===== src/meta_pkg.sv =====
package meta_pkg;

    ////////////////////
    // tag and table sizing

    // default number of tags in flight
    localparam int MAX_IDS = 8;

    // tag of an instruction in flight, 3 bits covers the default table
    typedef logic [2:0] id_t;

    // redirect epoch, wraps on overflow
    typedef logic [3:0] epoch_t;

    ////////////////////
    // configuration space

    // register select for config writes
    typedef enum logic [0:0] {
        CFG_START_PC = 1'b0,
        CFG_ENABLE   = 1'b1
    } cfg_addr_e;

    ////////////////////
    // opcode classes

    // coarse class of the major opcode, bits 6 to 0
    typedef enum logic [2:0] {
        OP_BRANCH = 3'd0,
        OP_JAL    = 3'd1,
        OP_JALR   = 3'd2,
        OP_LOAD   = 3'd3,
        OP_STORE  = 3'd4,
        OP_OTHER  = 3'd5
    } op_class_e;

    // rv32 major opcodes
    localparam logic [6:0] OPC_BRANCH = 7'b1100011;
    localparam logic [6:0] OPC_JAL    = 7'b1101111;
    localparam logic [6:0] OPC_JALR   = 7'b1100111;
    localparam logic [6:0] OPC_LOAD   = 7'b0000011;
    localparam logic [6:0] OPC_STORE  = 7'b0100011;

endpackage


===== src/fetch_config.sv =====
`timescale 1ns/1ps

module fetch_config (
    input  logic                clk,
    input  logic                rst_n,
    input  logic                cfg_wr,
    input  meta_pkg::cfg_addr_e cfg_addr,
    input  logic [31:0]         cfg_wdata,
    output logic [31:0]         start_pc,
    output logic                start_load,
    output logic                fetch_enable
);

    ////////////////////
    // register decode

    // write hits the start pc register
    logic wr_start_pc;
    // write hits the enable register
    logic wr_enable;

    assign wr_start_pc = cfg_wr && (cfg_addr == meta_pkg::CFG_START_PC);
    assign wr_enable   = cfg_wr && (cfg_addr == meta_pkg::CFG_ENABLE);

    ////////////////////
    // config registers

    always_ff @(posedge clk or negedge rst_n) begin
        if (!rst_n) begin
            start_pc     <= '0;
            fetch_enable <= 1'b0;
            start_load   <= 1'b0;
        end else begin
            // new start pc, captured at the write edge
            if (wr_start_pc) begin
                start_pc <= cfg_wdata;
            end
            // only bit 0 of the enable word matters
            if (wr_enable) begin
                fetch_enable <= cfg_wdata[0];
            end
            // one cycle pulse so pc_gen reloads from start_pc
            start_load <= wr_start_pc;
        end
    end

endmodule


===== src/id_pool.sv =====
`timescale 1ns/1ps

module id_pool #(
    parameter int num_ids = meta_pkg::MAX_IDS
) (
    input  logic          clk,
    input  logic          rst_n,
    input  logic          id_alloc,
    input  logic          retire,
    input  meta_pkg::id_t retire_id,
    output meta_pkg::id_t next_id,
    output logic          id_available
);

    // pointer and occupancy widths follow the pool size
    localparam int ptr_w = (num_ids > 1) ? $clog2(num_ids) : 1;
    localparam int cnt_w = $clog2(num_ids + 1);

    ////////////////////
    // free list storage

    meta_pkg::id_t    free_list [num_ids];
    logic [ptr_w-1:0] rd_ptr;
    logic [ptr_w-1:0] wr_ptr;
    logic [cnt_w-1:0] count;

    // effective pop and push this cycle
    logic pop;
    logic push;

    // pop only when something is there
    assign pop  = id_alloc && id_available;
    assign push = retire;

    // head of the list is the tag handed out next
    assign next_id      = free_list[rd_ptr];
    assign id_available = (count != '0);

    ////////////////////
    // pointers and count

    always_ff @(posedge clk or negedge rst_n) begin
        if (!rst_n) begin
            // list starts full, write pointer wraps back onto slot 0
            rd_ptr <= '0;
            wr_ptr <= '0;
            count  <= cnt_w'(num_ids);
            for (int i = 0; i < num_ids; i++) begin
                free_list[i] <= meta_pkg::id_t'(i);
            end
        end else begin
            if (pop) begin
                rd_ptr <= rd_ptr + 1'b1;
            end
            // released tag goes on the tail
            if (push) begin
                free_list[wr_ptr] <= retire_id;
                wr_ptr            <= wr_ptr + 1'b1;
            end
            // simultaneous pop and push leaves count alone
            case ({push, pop})
                2'b10:   count <= count + 1'b1;
                2'b01:   count <= count - 1'b1;
                default: count <= count;
            endcase
        end
    end

endmodule


===== src/pc_gen.sv =====
`timescale 1ns/1ps

module pc_gen (
    input  logic             clk,
    input  logic             rst_n,
    input  logic             fetch_enable,
    input  logic [31:0]      start_pc,
    input  logic             start_load,
    input  logic             redirect,
    input  logic [31:0]      redirect_pc,
    input  logic             id_available,
    input  meta_pkg::id_t    next_id,
    output logic             id_alloc,
    output logic             fetch_req,
    output logic [31:0]      fetch_pc,
    output meta_pkg::id_t    fetch_id,
    output meta_pkg::epoch_t fetch_epoch
);

    ////////////////////
    // pc state

    // pc of the next request
    logic [31:0]      next_pc;
    // current redirect epoch
    meta_pkg::epoch_t epoch;
    // pc reload this cycle, either source
    logic             reload;
    // a request goes out at this edge
    logic             issue;

    assign reload = redirect || start_load;

    // no issue while reloading, the new pc goes out one cycle later
    assign issue    = fetch_enable && id_available && !reload;
    // pop the head tag in the same cycle
    assign id_alloc = issue;

    always_ff @(posedge clk or negedge rst_n) begin
        if (!rst_n) begin
            next_pc   <= '0;
            epoch     <= '0;
            fetch_req <= 1'b0;
        end else begin
            fetch_req <= issue;
            // redirect has priority over start_load
            if (redirect) begin
                next_pc <= redirect_pc;
                epoch   <= epoch + 1'b1;
            end else if (start_load) begin
                next_pc <= start_pc;
            end else if (issue) begin
                // sequential fetch
                next_pc <= next_pc + 32'd4;
            end
        end
    end

    ////////////////////
    // request payload

    // only meaningful while fetch_req is high
    always_ff @(posedge clk) begin
        if (issue) begin
            fetch_pc    <= next_pc;
            fetch_id    <= next_id;
            fetch_epoch <= epoch;
        end
    end

endmodule


===== src/instruction_metadata.sv =====
`timescale 1ns/1ps

module instruction_metadata #(
    parameter int num_ids = meta_pkg::MAX_IDS
) (
    input  logic             clk,
    // tag assignment from fetch
    input  logic             pc_id_assigned,
    input  meta_pkg::id_t    pc_id,
    input  logic [31:0]      if_pc,
    input  meta_pkg::epoch_t branch_epoch_if,
    // memory response
    input  logic             fetch_complete,
    input  meta_pkg::id_t    fetch_resp_id,
    input  logic [31:0]      fetch_instruction,
    // decode read port
    input  meta_pkg::id_t    decode_id,
    output logic [31:0]      decode_pc_raw,
    output logic [31:0]      decode_instruction_raw,
    // branch read port
    input  meta_pkg::id_t    branch_id,
    output meta_pkg::epoch_t branch_epoch
);

    // index width for the tables
    localparam int idx_w = (num_ids > 1) ? $clog2(num_ids) : 1;

    ////////////////////
    // tag indexed tables

    logic [31:0]      pc_tbl    [num_ids];
    logic [31:0]      instr_tbl [num_ids];
    meta_pkg::epoch_t epoch_tbl [num_ids];

    // pc and epoch recorded when the tag is handed out
    always_ff @(posedge clk) begin
        if (pc_id_assigned) begin
            pc_tbl[pc_id[idx_w-1:0]]    <= if_pc;
            epoch_tbl[pc_id[idx_w-1:0]] <= branch_epoch_if;
        end
    end

    // instruction word lands whenever memory returns it, any order
    always_ff @(posedge clk) begin
        if (fetch_complete) begin
            instr_tbl[fetch_resp_id[idx_w-1:0]] <= fetch_instruction;
        end
    end

    ////////////////////
    // read ports

    // decode lookup
    assign decode_pc_raw          = pc_tbl[decode_id[idx_w-1:0]];
    assign decode_instruction_raw = instr_tbl[decode_id[idx_w-1:0]];

    // branch metadata lookup
    assign branch_epoch = epoch_tbl[branch_id[idx_w-1:0]];

endmodule


===== src/decode_stage.sv =====
`timescale 1ns/1ps

module decode_stage (
    input  logic                clk,
    input  logic                rst_n,
    input  logic                decode_req,
    input  meta_pkg::id_t       decode_id_in,
    output meta_pkg::id_t       decode_id,
    input  logic [31:0]         decode_pc_raw,
    input  logic [31:0]         decode_instruction_raw,
    output logic                decode_valid,
    output logic [31:0]         decode_pc,
    output logic [31:0]         decode_instruction,
    output meta_pkg::op_class_e decode_op
);

    // class of the word read this cycle
    meta_pkg::op_class_e op_class;

    // tag straight to the table read port
    assign decode_id = decode_id_in;

    ////////////////////
    // opcode classification

    always_comb begin
        case (decode_instruction_raw[6:0])
            meta_pkg::OPC_BRANCH: op_class = meta_pkg::OP_BRANCH;
            meta_pkg::OPC_JAL:    op_class = meta_pkg::OP_JAL;
            meta_pkg::OPC_JALR:   op_class = meta_pkg::OP_JALR;
            meta_pkg::OPC_LOAD:   op_class = meta_pkg::OP_LOAD;
            meta_pkg::OPC_STORE:  op_class = meta_pkg::OP_STORE;
            // alu, system and anything unknown
            default:              op_class = meta_pkg::OP_OTHER;
        endcase
    end

    ////////////////////
    // output registers

    // valid strobe, one cycle after the request
    always_ff @(posedge clk or negedge rst_n) begin
        if (!rst_n) begin
            decode_valid <= 1'b0;
        end else begin
            decode_valid <= decode_req;
        end
    end

    // lookup results, held until the next request
    always_ff @(posedge clk) begin
        if (decode_req) begin
            decode_pc          <= decode_pc_raw;
            decode_instruction <= decode_instruction_raw;
            decode_op          <= op_class;
        end
    end

endmodule


===== src/frontend_top.sv =====
`timescale 1ns/1ps

module frontend_top #(
    parameter int num_ids = meta_pkg::MAX_IDS
) (
    input  logic                clk,
    input  logic                rst_n,
    // config writes
    input  logic                cfg_wr,
    input  meta_pkg::cfg_addr_e cfg_addr,
    input  logic [31:0]         cfg_wdata,
    // fetch request to memory
    output logic                fetch_req,
    output logic [31:0]         fetch_pc,
    output meta_pkg::id_t       fetch_id,
    // memory response
    input  logic                fetch_complete,
    input  meta_pkg::id_t       fetch_resp_id,
    input  logic [31:0]         fetch_instruction,
    // redirect from branch resolution
    input  logic                redirect,
    input  logic [31:0]         redirect_pc,
    // decode lookup
    input  logic                decode_req,
    input  meta_pkg::id_t       decode_id,
    output logic                decode_valid,
    output logic [31:0]         decode_pc,
    output logic [31:0]         decode_instruction,
    output meta_pkg::op_class_e decode_op,
    // branch metadata lookup
    input  meta_pkg::id_t       branch_id,
    output meta_pkg::epoch_t    branch_epoch,
    // retire
    input  logic                retire,
    input  meta_pkg::id_t       retire_id
);

    ////////////////////
    // internal wires

    logic [31:0]      start_pc;
    logic             start_load;
    logic             fetch_enable;
    logic             id_alloc;
    logic             id_available;
    meta_pkg::id_t    next_id;
    meta_pkg::epoch_t fetch_epoch;
    meta_pkg::id_t    table_decode_id;
    logic [31:0]      decode_pc_raw;
    logic [31:0]      decode_instruction_raw;

    fetch_config cfg_i (
        .clk          (clk),
        .rst_n        (rst_n),
        .cfg_wr       (cfg_wr),
        .cfg_addr     (cfg_addr),
        .cfg_wdata    (cfg_wdata),
        .start_pc     (start_pc),
        .start_load   (start_load),
        .fetch_enable (fetch_enable)
    );

    id_pool #(
        .num_ids (num_ids)
    ) pool_i (
        .clk          (clk),
        .rst_n        (rst_n),
        .id_alloc     (id_alloc),
        .retire       (retire),
        .retire_id    (retire_id),
        .next_id      (next_id),
        .id_available (id_available)
    );

    pc_gen pc_i (
        .clk          (clk),
        .rst_n        (rst_n),
        .fetch_enable (fetch_enable),
        .start_pc     (start_pc),
        .start_load   (start_load),
        .redirect     (redirect),
        .redirect_pc  (redirect_pc),
        .id_available (id_available),
        .next_id      (next_id),
        .id_alloc     (id_alloc),
        .fetch_req    (fetch_req),
        .fetch_pc     (fetch_pc),
        .fetch_id     (fetch_id),
        .fetch_epoch  (fetch_epoch)
    );

    // the registered request doubles as the tag assignment strobe
    instruction_metadata #(
        .num_ids (num_ids)
    ) meta_i (
        .clk                    (clk),
        .pc_id_assigned         (fetch_req),
        .pc_id                  (fetch_id),
        .if_pc                  (fetch_pc),
        .branch_epoch_if        (fetch_epoch),
        .fetch_complete         (fetch_complete),
        .fetch_resp_id          (fetch_resp_id),
        .fetch_instruction      (fetch_instruction),
        .decode_id              (table_decode_id),
        .decode_pc_raw          (decode_pc_raw),
        .decode_instruction_raw (decode_instruction_raw),
        .branch_id              (branch_id),
        .branch_epoch           (branch_epoch)
    );

    decode_stage dec_i (
        .clk                    (clk),
        .rst_n                  (rst_n),
        .decode_req             (decode_req),
        .decode_id_in           (decode_id),
        .decode_id              (table_decode_id),
        .decode_pc_raw          (decode_pc_raw),
        .decode_instruction_raw (decode_instruction_raw),
        .decode_valid           (decode_valid),
        .decode_pc              (decode_pc),
        .decode_instruction     (decode_instruction),
        .decode_op              (decode_op)
    );

endmodule


===== config.mk =====
export PLATFORM = sky130hd
export DESIGN_NAME = frontend_top
export DESIGN_NICKNAME = d
export VERILOG_FILES = /design/src/meta_pkg.sv /design/src/fetch_config.sv /design/src/id_pool.sv /design/src/pc_gen.sv /design/src/instruction_metadata.sv /design/src/decode_stage.sv /design/src/frontend_top.sv
export SDC_FILE = /design/constraint.sdc
export NUM_CORES = 1
export LEC_CHECK = 0
export BUFFER_PORTS_ARGS = -buffer_cell sky130_fd_sc_hd__clkbuf_2
export CAP_MARGIN = 25
export CORE_UTILIZATION = 60
export CTS_BUF_LIST = sky130_fd_sc_hd__clkbuf_4 sky130_fd_sc_hd__clkbuf_8
export DETAILED_ROUTE_END_ITERATION = 7
export PLACE_DENSITY_LB_ADDON = 0.12
export RECOVER_POWER = 50
export SLEW_MARGIN = 20
export SYNTH_ARGS = -nofsm -noshare
export SYNTH_HDL_FRONTEND = slang
export SYNTH_SLANG_ARGS = --single-unit
export TNS_END_PERCENT = 50

===== constraint.sdc =====
create_clock -name clk -period 4.2 [get_ports clk]
set_clock_uncertainty 0.15 [all_clocks]
set_input_delay 0.42 -clock clk [delete_from_list [all_inputs] [get_ports clk]]
set_output_delay 0.42 -clock clk [all_outputs]
set_load 0.02 [all_outputs]

**Word-level counts from Yosys, hierarchy flattened**

Memory sizes are Yosys's and may differ from the RTL's. A register that Yosys moved wholly into a read port is not among the register bits.
Cells that the tools add are included.

- Register bits after elaboration: 180
- Bits in writable memories: 544
- Bits of input ports: 116
- Word-level logic and storage cells: 71
- Memories kept: 3

Memory list:

| memory | words | bits a word | rd ports | clocked after Yosys merged registers in | wr ports | RTL line | source |
|---|---|---|---|---|---|---|---|
| meta_i.instr_tbl | 8 | 32 | 1 | 0 | 1 | instruction_metadata.sv:32 | `logic [31:0] instr_tbl [num_ids];` |
| meta_i.pc_tbl | 8 | 32 | 1 | 1 | 1 | instruction_metadata.sv:31 | `logic [31:0] pc_tbl [num_ids];` |
| meta_i.epoch_tbl | 8 | 4 | 1 | 0 | 1 | instruction_metadata.sv:33 | `meta_pkg::epoch_t epoch_tbl [num_ids];` |

- $add $sub $neg: 6
- Magnitude comparators: 3
- Equal/unequal tests: 7
- Multiplexer cells: 15
- Bitwise operators: 3
- Reduce and logical (&&, ||, !) cells: 11

Operators by type and width:

| cell | number |
|---|---|
| $mux 32 | 3 |
| $add 32x3->32 const B | 1 |
| $bwmux 24 | 1 |
| $eq 7x7->1 const B | 3 |
| $pmux 3 s5 | 1 |
| $bmux 3 s3 | 1 |
| $demux 3 s3 | 1 |
| $mux 3 | 3 |
| $add 4x1->4 const B | 2 |
| $ge 4x4->1 const B | 2 |
| $not 3->4 | 2 |
| $pmux 4 s2 | 1 |
| $eq 7x2->1 const B | 1 |
| $eq 7x6->1 const B | 1 |
| $add 3x1->3 const B | 2 |
| $logic_and 1x1->1 | 6 |
| $lt 4x1->1 const B | 1 |
| $mux 1 | 4 |
| $reduce_bool 4->1 | 1 |
| $sub 4x1->4 const B | 1 |
| $reduce_bool 3->1 | 1 |
| $eq 2x1->1 const B | 1 |
| $eq 2x2->1 const B | 1 |
| $reduce_bool 2->1 | 1 |
| 3 further kinds | 3 |

**Longest topological paths before layout**

- Depth after elaboration: 6
- Gate-level depth with buffers: 11
- Depth with buffers taken out: 10

**By module**

Synthesis repeated with hierarchy kept, for this count alone.

- Cell total of the unflattened synthesis: 1411
- Area, all modules: 29463.3 um^2

By module, submodules not included:

| module | times used | cells an instance | area an instance (um^2) |
|---|---|---|---|
| instruction_metadata | 1 | 811 | 20519.7 |
| pc_gen | 1 | 332 | 3671.0 |
| decode_stage | 1 | 82 | 2130.8 |
| id_pool | 1 | 113 | 1721.7 |
| fetch_config | 1 | 73 | 1420.1 |

**Worst setup path after synthesis**

No wires, ideal clock.

- Path kind: register -> register
- From: register pc_i.fetch_id[1]
- To: memory meta_i.epoch_tbl[0][0] (netlist bit), enable pin
- Data arrival time: 3.200 ns
- Slack: 0.376 ns
- Stages on the path, launching flop included: 3
- Period minus slack after synthesis: 3.824 ns
- Path through: edfxtp_1 -> nand2b_1 -> nor3_1

RTL lines:

| what | RTL line | source |
|---|---|---|
| start, declared | pc_gen.sv:16 | `output meta_pkg::id_t fetch_id,` |
| start signal, assigned | pc_gen.sv:66 | `fetch_id <= next_id;` |
| end, declared | instruction_metadata.sv:33 |  |

No word-level cell before the write port.

**Final worst setup path**

- From: input port decode_req
- To: register dec_i.decode_instruction[30], enable pin

RTL lines:

| what | RTL line | source |
|---|---|---|
| start, declared | frontend_top.sv:24 | `input logic decode_req,` |
| end signal, assigned | decode_stage.sv:54 | `decode_instruction <= decode_instruction_raw;` |
| end, declared | decode_stage.sv:13 | `output logic [31:0] decode_instruction,` |

No word-level cell between the ends.

==> metrics <==
Clock power frac 35.7%; Comb pwr share 10.1%; worst-case clock buffer depth 3; HP Class primary input to register; row cnt 80; antenna-violating nets left 0; RSZ-0062 raised after global routing false; synth-to-layout area growth 18.2%; warnings from Yosys 0; relative slew slack -152%; initial drt markers 928; Seq pwr share 54.2%; post-CTS sizing 0; Hold Slack 0.104 ns; Sw Share 23.8%; GRT overflow 0; Inserted Clock Buffers 117; largest net degree at the start of global routing 71; Die Span Y 223 µm; Setup TNS Final 0 ns; worst slew pin tran 3.78 ns; Routability Congestion 0.821; max-cap check violation count 7; failing checks capacitance limit, slew limit; vias in the first global route 15600; final net count 1951; net load switching power 4.09 mW; Peak Freq 279 MHz; Leakage 12.1 nW; register bit total from synthesis 756; Cell variety after synth 61; Post-route DRC 0; Worst Path Max Fanout 48; buffer and inverter count on the worst path 2; Top FF cell, synth edfxtp_1; clk_lat worst skew 0.71 ns; Layout Cells excl Fill 2542; placed insts 2215; maximum vdd drop 0.000370 V; CTS sink count 756; full die area 49600 µm²; crit start category primary input; GRT Total Usage 24.3%; final number of max-transition violations 240; fin crit period 3.58 ns; ant diodes 0; detailed-route wire length 58.8 mm; Worst Path Required 4.38 ns; first-pass GRT wire length 89.6 mm; post-synthesis sequential area ratio 75.8%; vias per cell 5.86; share of the synthesized area in the top cell type 66.7%; DIE WIDTH 223 µm; dominant cell type by area after synthesis edfxtp_1; Setup Viol. Count Final 0; reg2reg setup slack 1.00 ns; layout cells sized above 1 36.5%; Synth area leaders edfxtp_1 (67%), mux4_2 (11%), dfrtp_1 (8.0%); WS Path Type primary input to register; Final Hold Fails 0; Clock transition at path regs 0.07 ns; Pint 13.1 mW; family with the most delay on the worst path buffers and inverters; DP Area 31200 µm²; Post-synth EDFFs 650; hold buffer count at cts 109; crit path cell chain clkbuf_1 -> clkbuf_1; CTS tree yes; PD cells 498 nW/µm²; synthesized area 29300 µm²; CTS root buffer clkbuf_8; fin util 72.1%; hpwl dp 33.3 mm; Top cell by count, worst path clkbuf_1; antenna violations before repair 0; crit path capture type register; syn nets 1537; slowest stage delay, CP 2.59 ns; ys async rst share 14.0%; synthesized instance count 1414; CORE AREA 47900 µm²; Mean Syn Cell Area 20.7 µm²; post-DR wirelength/cell 23.1 µm; IO buf count 223; via count 14900; Detailed Routing Iterations Pass 1 5; htree depth 3; WP data arrival 3.76 ns; Initial Util 61.0%; fin crit share 85.3%; status finished, violations left; Final Cell Area 34600 µm²; CP max stage cell clkbuf_1; Post CTS Setup Buffer Count 0; I/O pin count 224
==> state kept, by name, indices dropped and copies added (netlist names) <==
signal / cells
dec_i.decode_pc: 32
cfg_i.start_load: 1
meta_i.pc_tbl: 256
meta_i.epoch_tbl: 32
meta_i.instr_tbl: 256
dec_i.decode_valid: 1
pool_i.rd_ptr: 3
pc_i.fetch_epoch: 4
pool_i.wr_ptr: 3
pool_i.free_list: 24
pc_i.fetch_pc: 32
pc_i.epoch: 4
dec_i.decode_instruction: 32
pc_i.next_pc: 32
pc_i.fetch_id: 3
pool_i.count: 4
cfg_i.fetch_enable: 1
pc_i.fetch_req: 1
cfg_i.start_pc: 32
dec_i.decode_op: 3
==> through the flow <==
stage               setup slack (ns)  power (mW)
floorplan                      0.376        10.5
global placement                1.12        11.1
detailed placement              1.07        11.1
CTS                             1.06        17.4
global route                   0.546        17.8
finish                         0.616        17.2
==> placed cells by master, fill, tap and decap left out, types with 4 or more instances in the layout <==
cell and instances:
mux4_2 140, nor2b_1 5, xor2_1 15, nor2_4 6
dfrtp_1 93, clkbuf_4 35, nor2_1 25, edfxtp_1 650
clkbuf_1 43, nand2_1 53, nand2b_1 9, a22oi_1 7
o21ai_0 15, o22ai_1 4, nor4_1 4, nand4_1 5
mux4_1 4, a21oi_1 24, o221ai_1 9, ha_1 7
bufinv_16 7, dlygate4sd3_1 109, nor3_2 5, inv_1 11
mux2i_1 11, and3_1 16, mux2_2 130, xnor2_1 18
clkbuf_8 119, nor3_1 4, dfstp_2 13, clkinv_1 32
clkinv_2 19, buf_4 22, nand3_1 14, clkbuf_2 184
nand4b_1 4
==> synth_stat cells (11+ instances only) <==
master    number
a21oi_1       24
and3_1        16
buf_2         20
clkbuf_1      38
dfrtp_1       93
dfstp_2       13
edfxtp_1     650
inv_1         11
mux2_2       130
mux2i_1       11
mux4_2       140
nand2_1       53
nand3_1       14
nor2_1        34
o21ai_0       15
xnor2_1       18
xor2_1        15
==> final cells by class <==
class | count | area, µm²
clock buffers | 153 | 1890
clock inverters | 65 | 489
fillers | 2906 | 13400
inverters | 11 | 41.3
multi-input cells | 581 | 6810
flip-flops and latches | 756 | 22200
well taps | 615 | 769
repair buffers | 361 | 2390
==> worst reg2reg max path, delay by kind of cell (launching register included) <==
family | cells | cell delay [ns]
flops | 1 | 0.47
buf+inv | 1 | 0.19
simple gates | 2 | 0.55
fa+ha+maj | 2 | 0.50
compound gates | 2 | 0.75
xor+xnor | 3 | 0.46
==> worst paths after layout <==
check | depth (start not counted) | end | startpoint
max in group asynchronous | 3 | pool_i.free_list[13] | rst_n
worst min register to register | 1 | pc_i.epoch[3] | pc_i.epoch[3]
worst max register to register | 10 | pool_i.count[2] | pool_i.count[1]
min in group asynchronous | 2 | cfg_i.start_pc[26] | rst_n
worst min-delay path | 5 | pc_i.next_pc[7] | redirect
worst max-delay path | 2 | dec_i.decode_instruction[30] | decode_req
==> power by group through the flow <==
stage | Combinational [mW] | Clock (mW) | Sequential, mW
global route | 1.89 | 6.55 | 9.41
finish | 1.74 | 6.15 | 9.34
CTS | 1.76 | 6.28 | 9.33
global placement | 1.63 | 0 | 9.45
floorplan | 1.12 | 0 | 9.40
detailed placement | 1.66 | 0 | 9.48
==> per-layer routing <==
metal / vias up / part of all wire, % / GRT usage, %
met1: 7669 / 40 / 31.4
met5: - / 0 / 0
li1: 6598 / - / -
met2: 512 / 52 / 41.2
met3: 111 / 6.2 / 5.34
met4: 0 / 2.5 / 8.08
==> logic make-up after synthesis <==
family	Yosys count	synth area share (%)
XOR/XNOR	33	0.988
flip-flops	756	75.8
AO/OA/AOI/OAI	84	1.98
AND/OR/NAND/NOR	171	3.19
buffers and inverters	77	1.14
adder cells (fa/ha/maj)	7	0.299
multiplexers	286	16.6
Note: power is estimated with default switching activity, not from simulation.
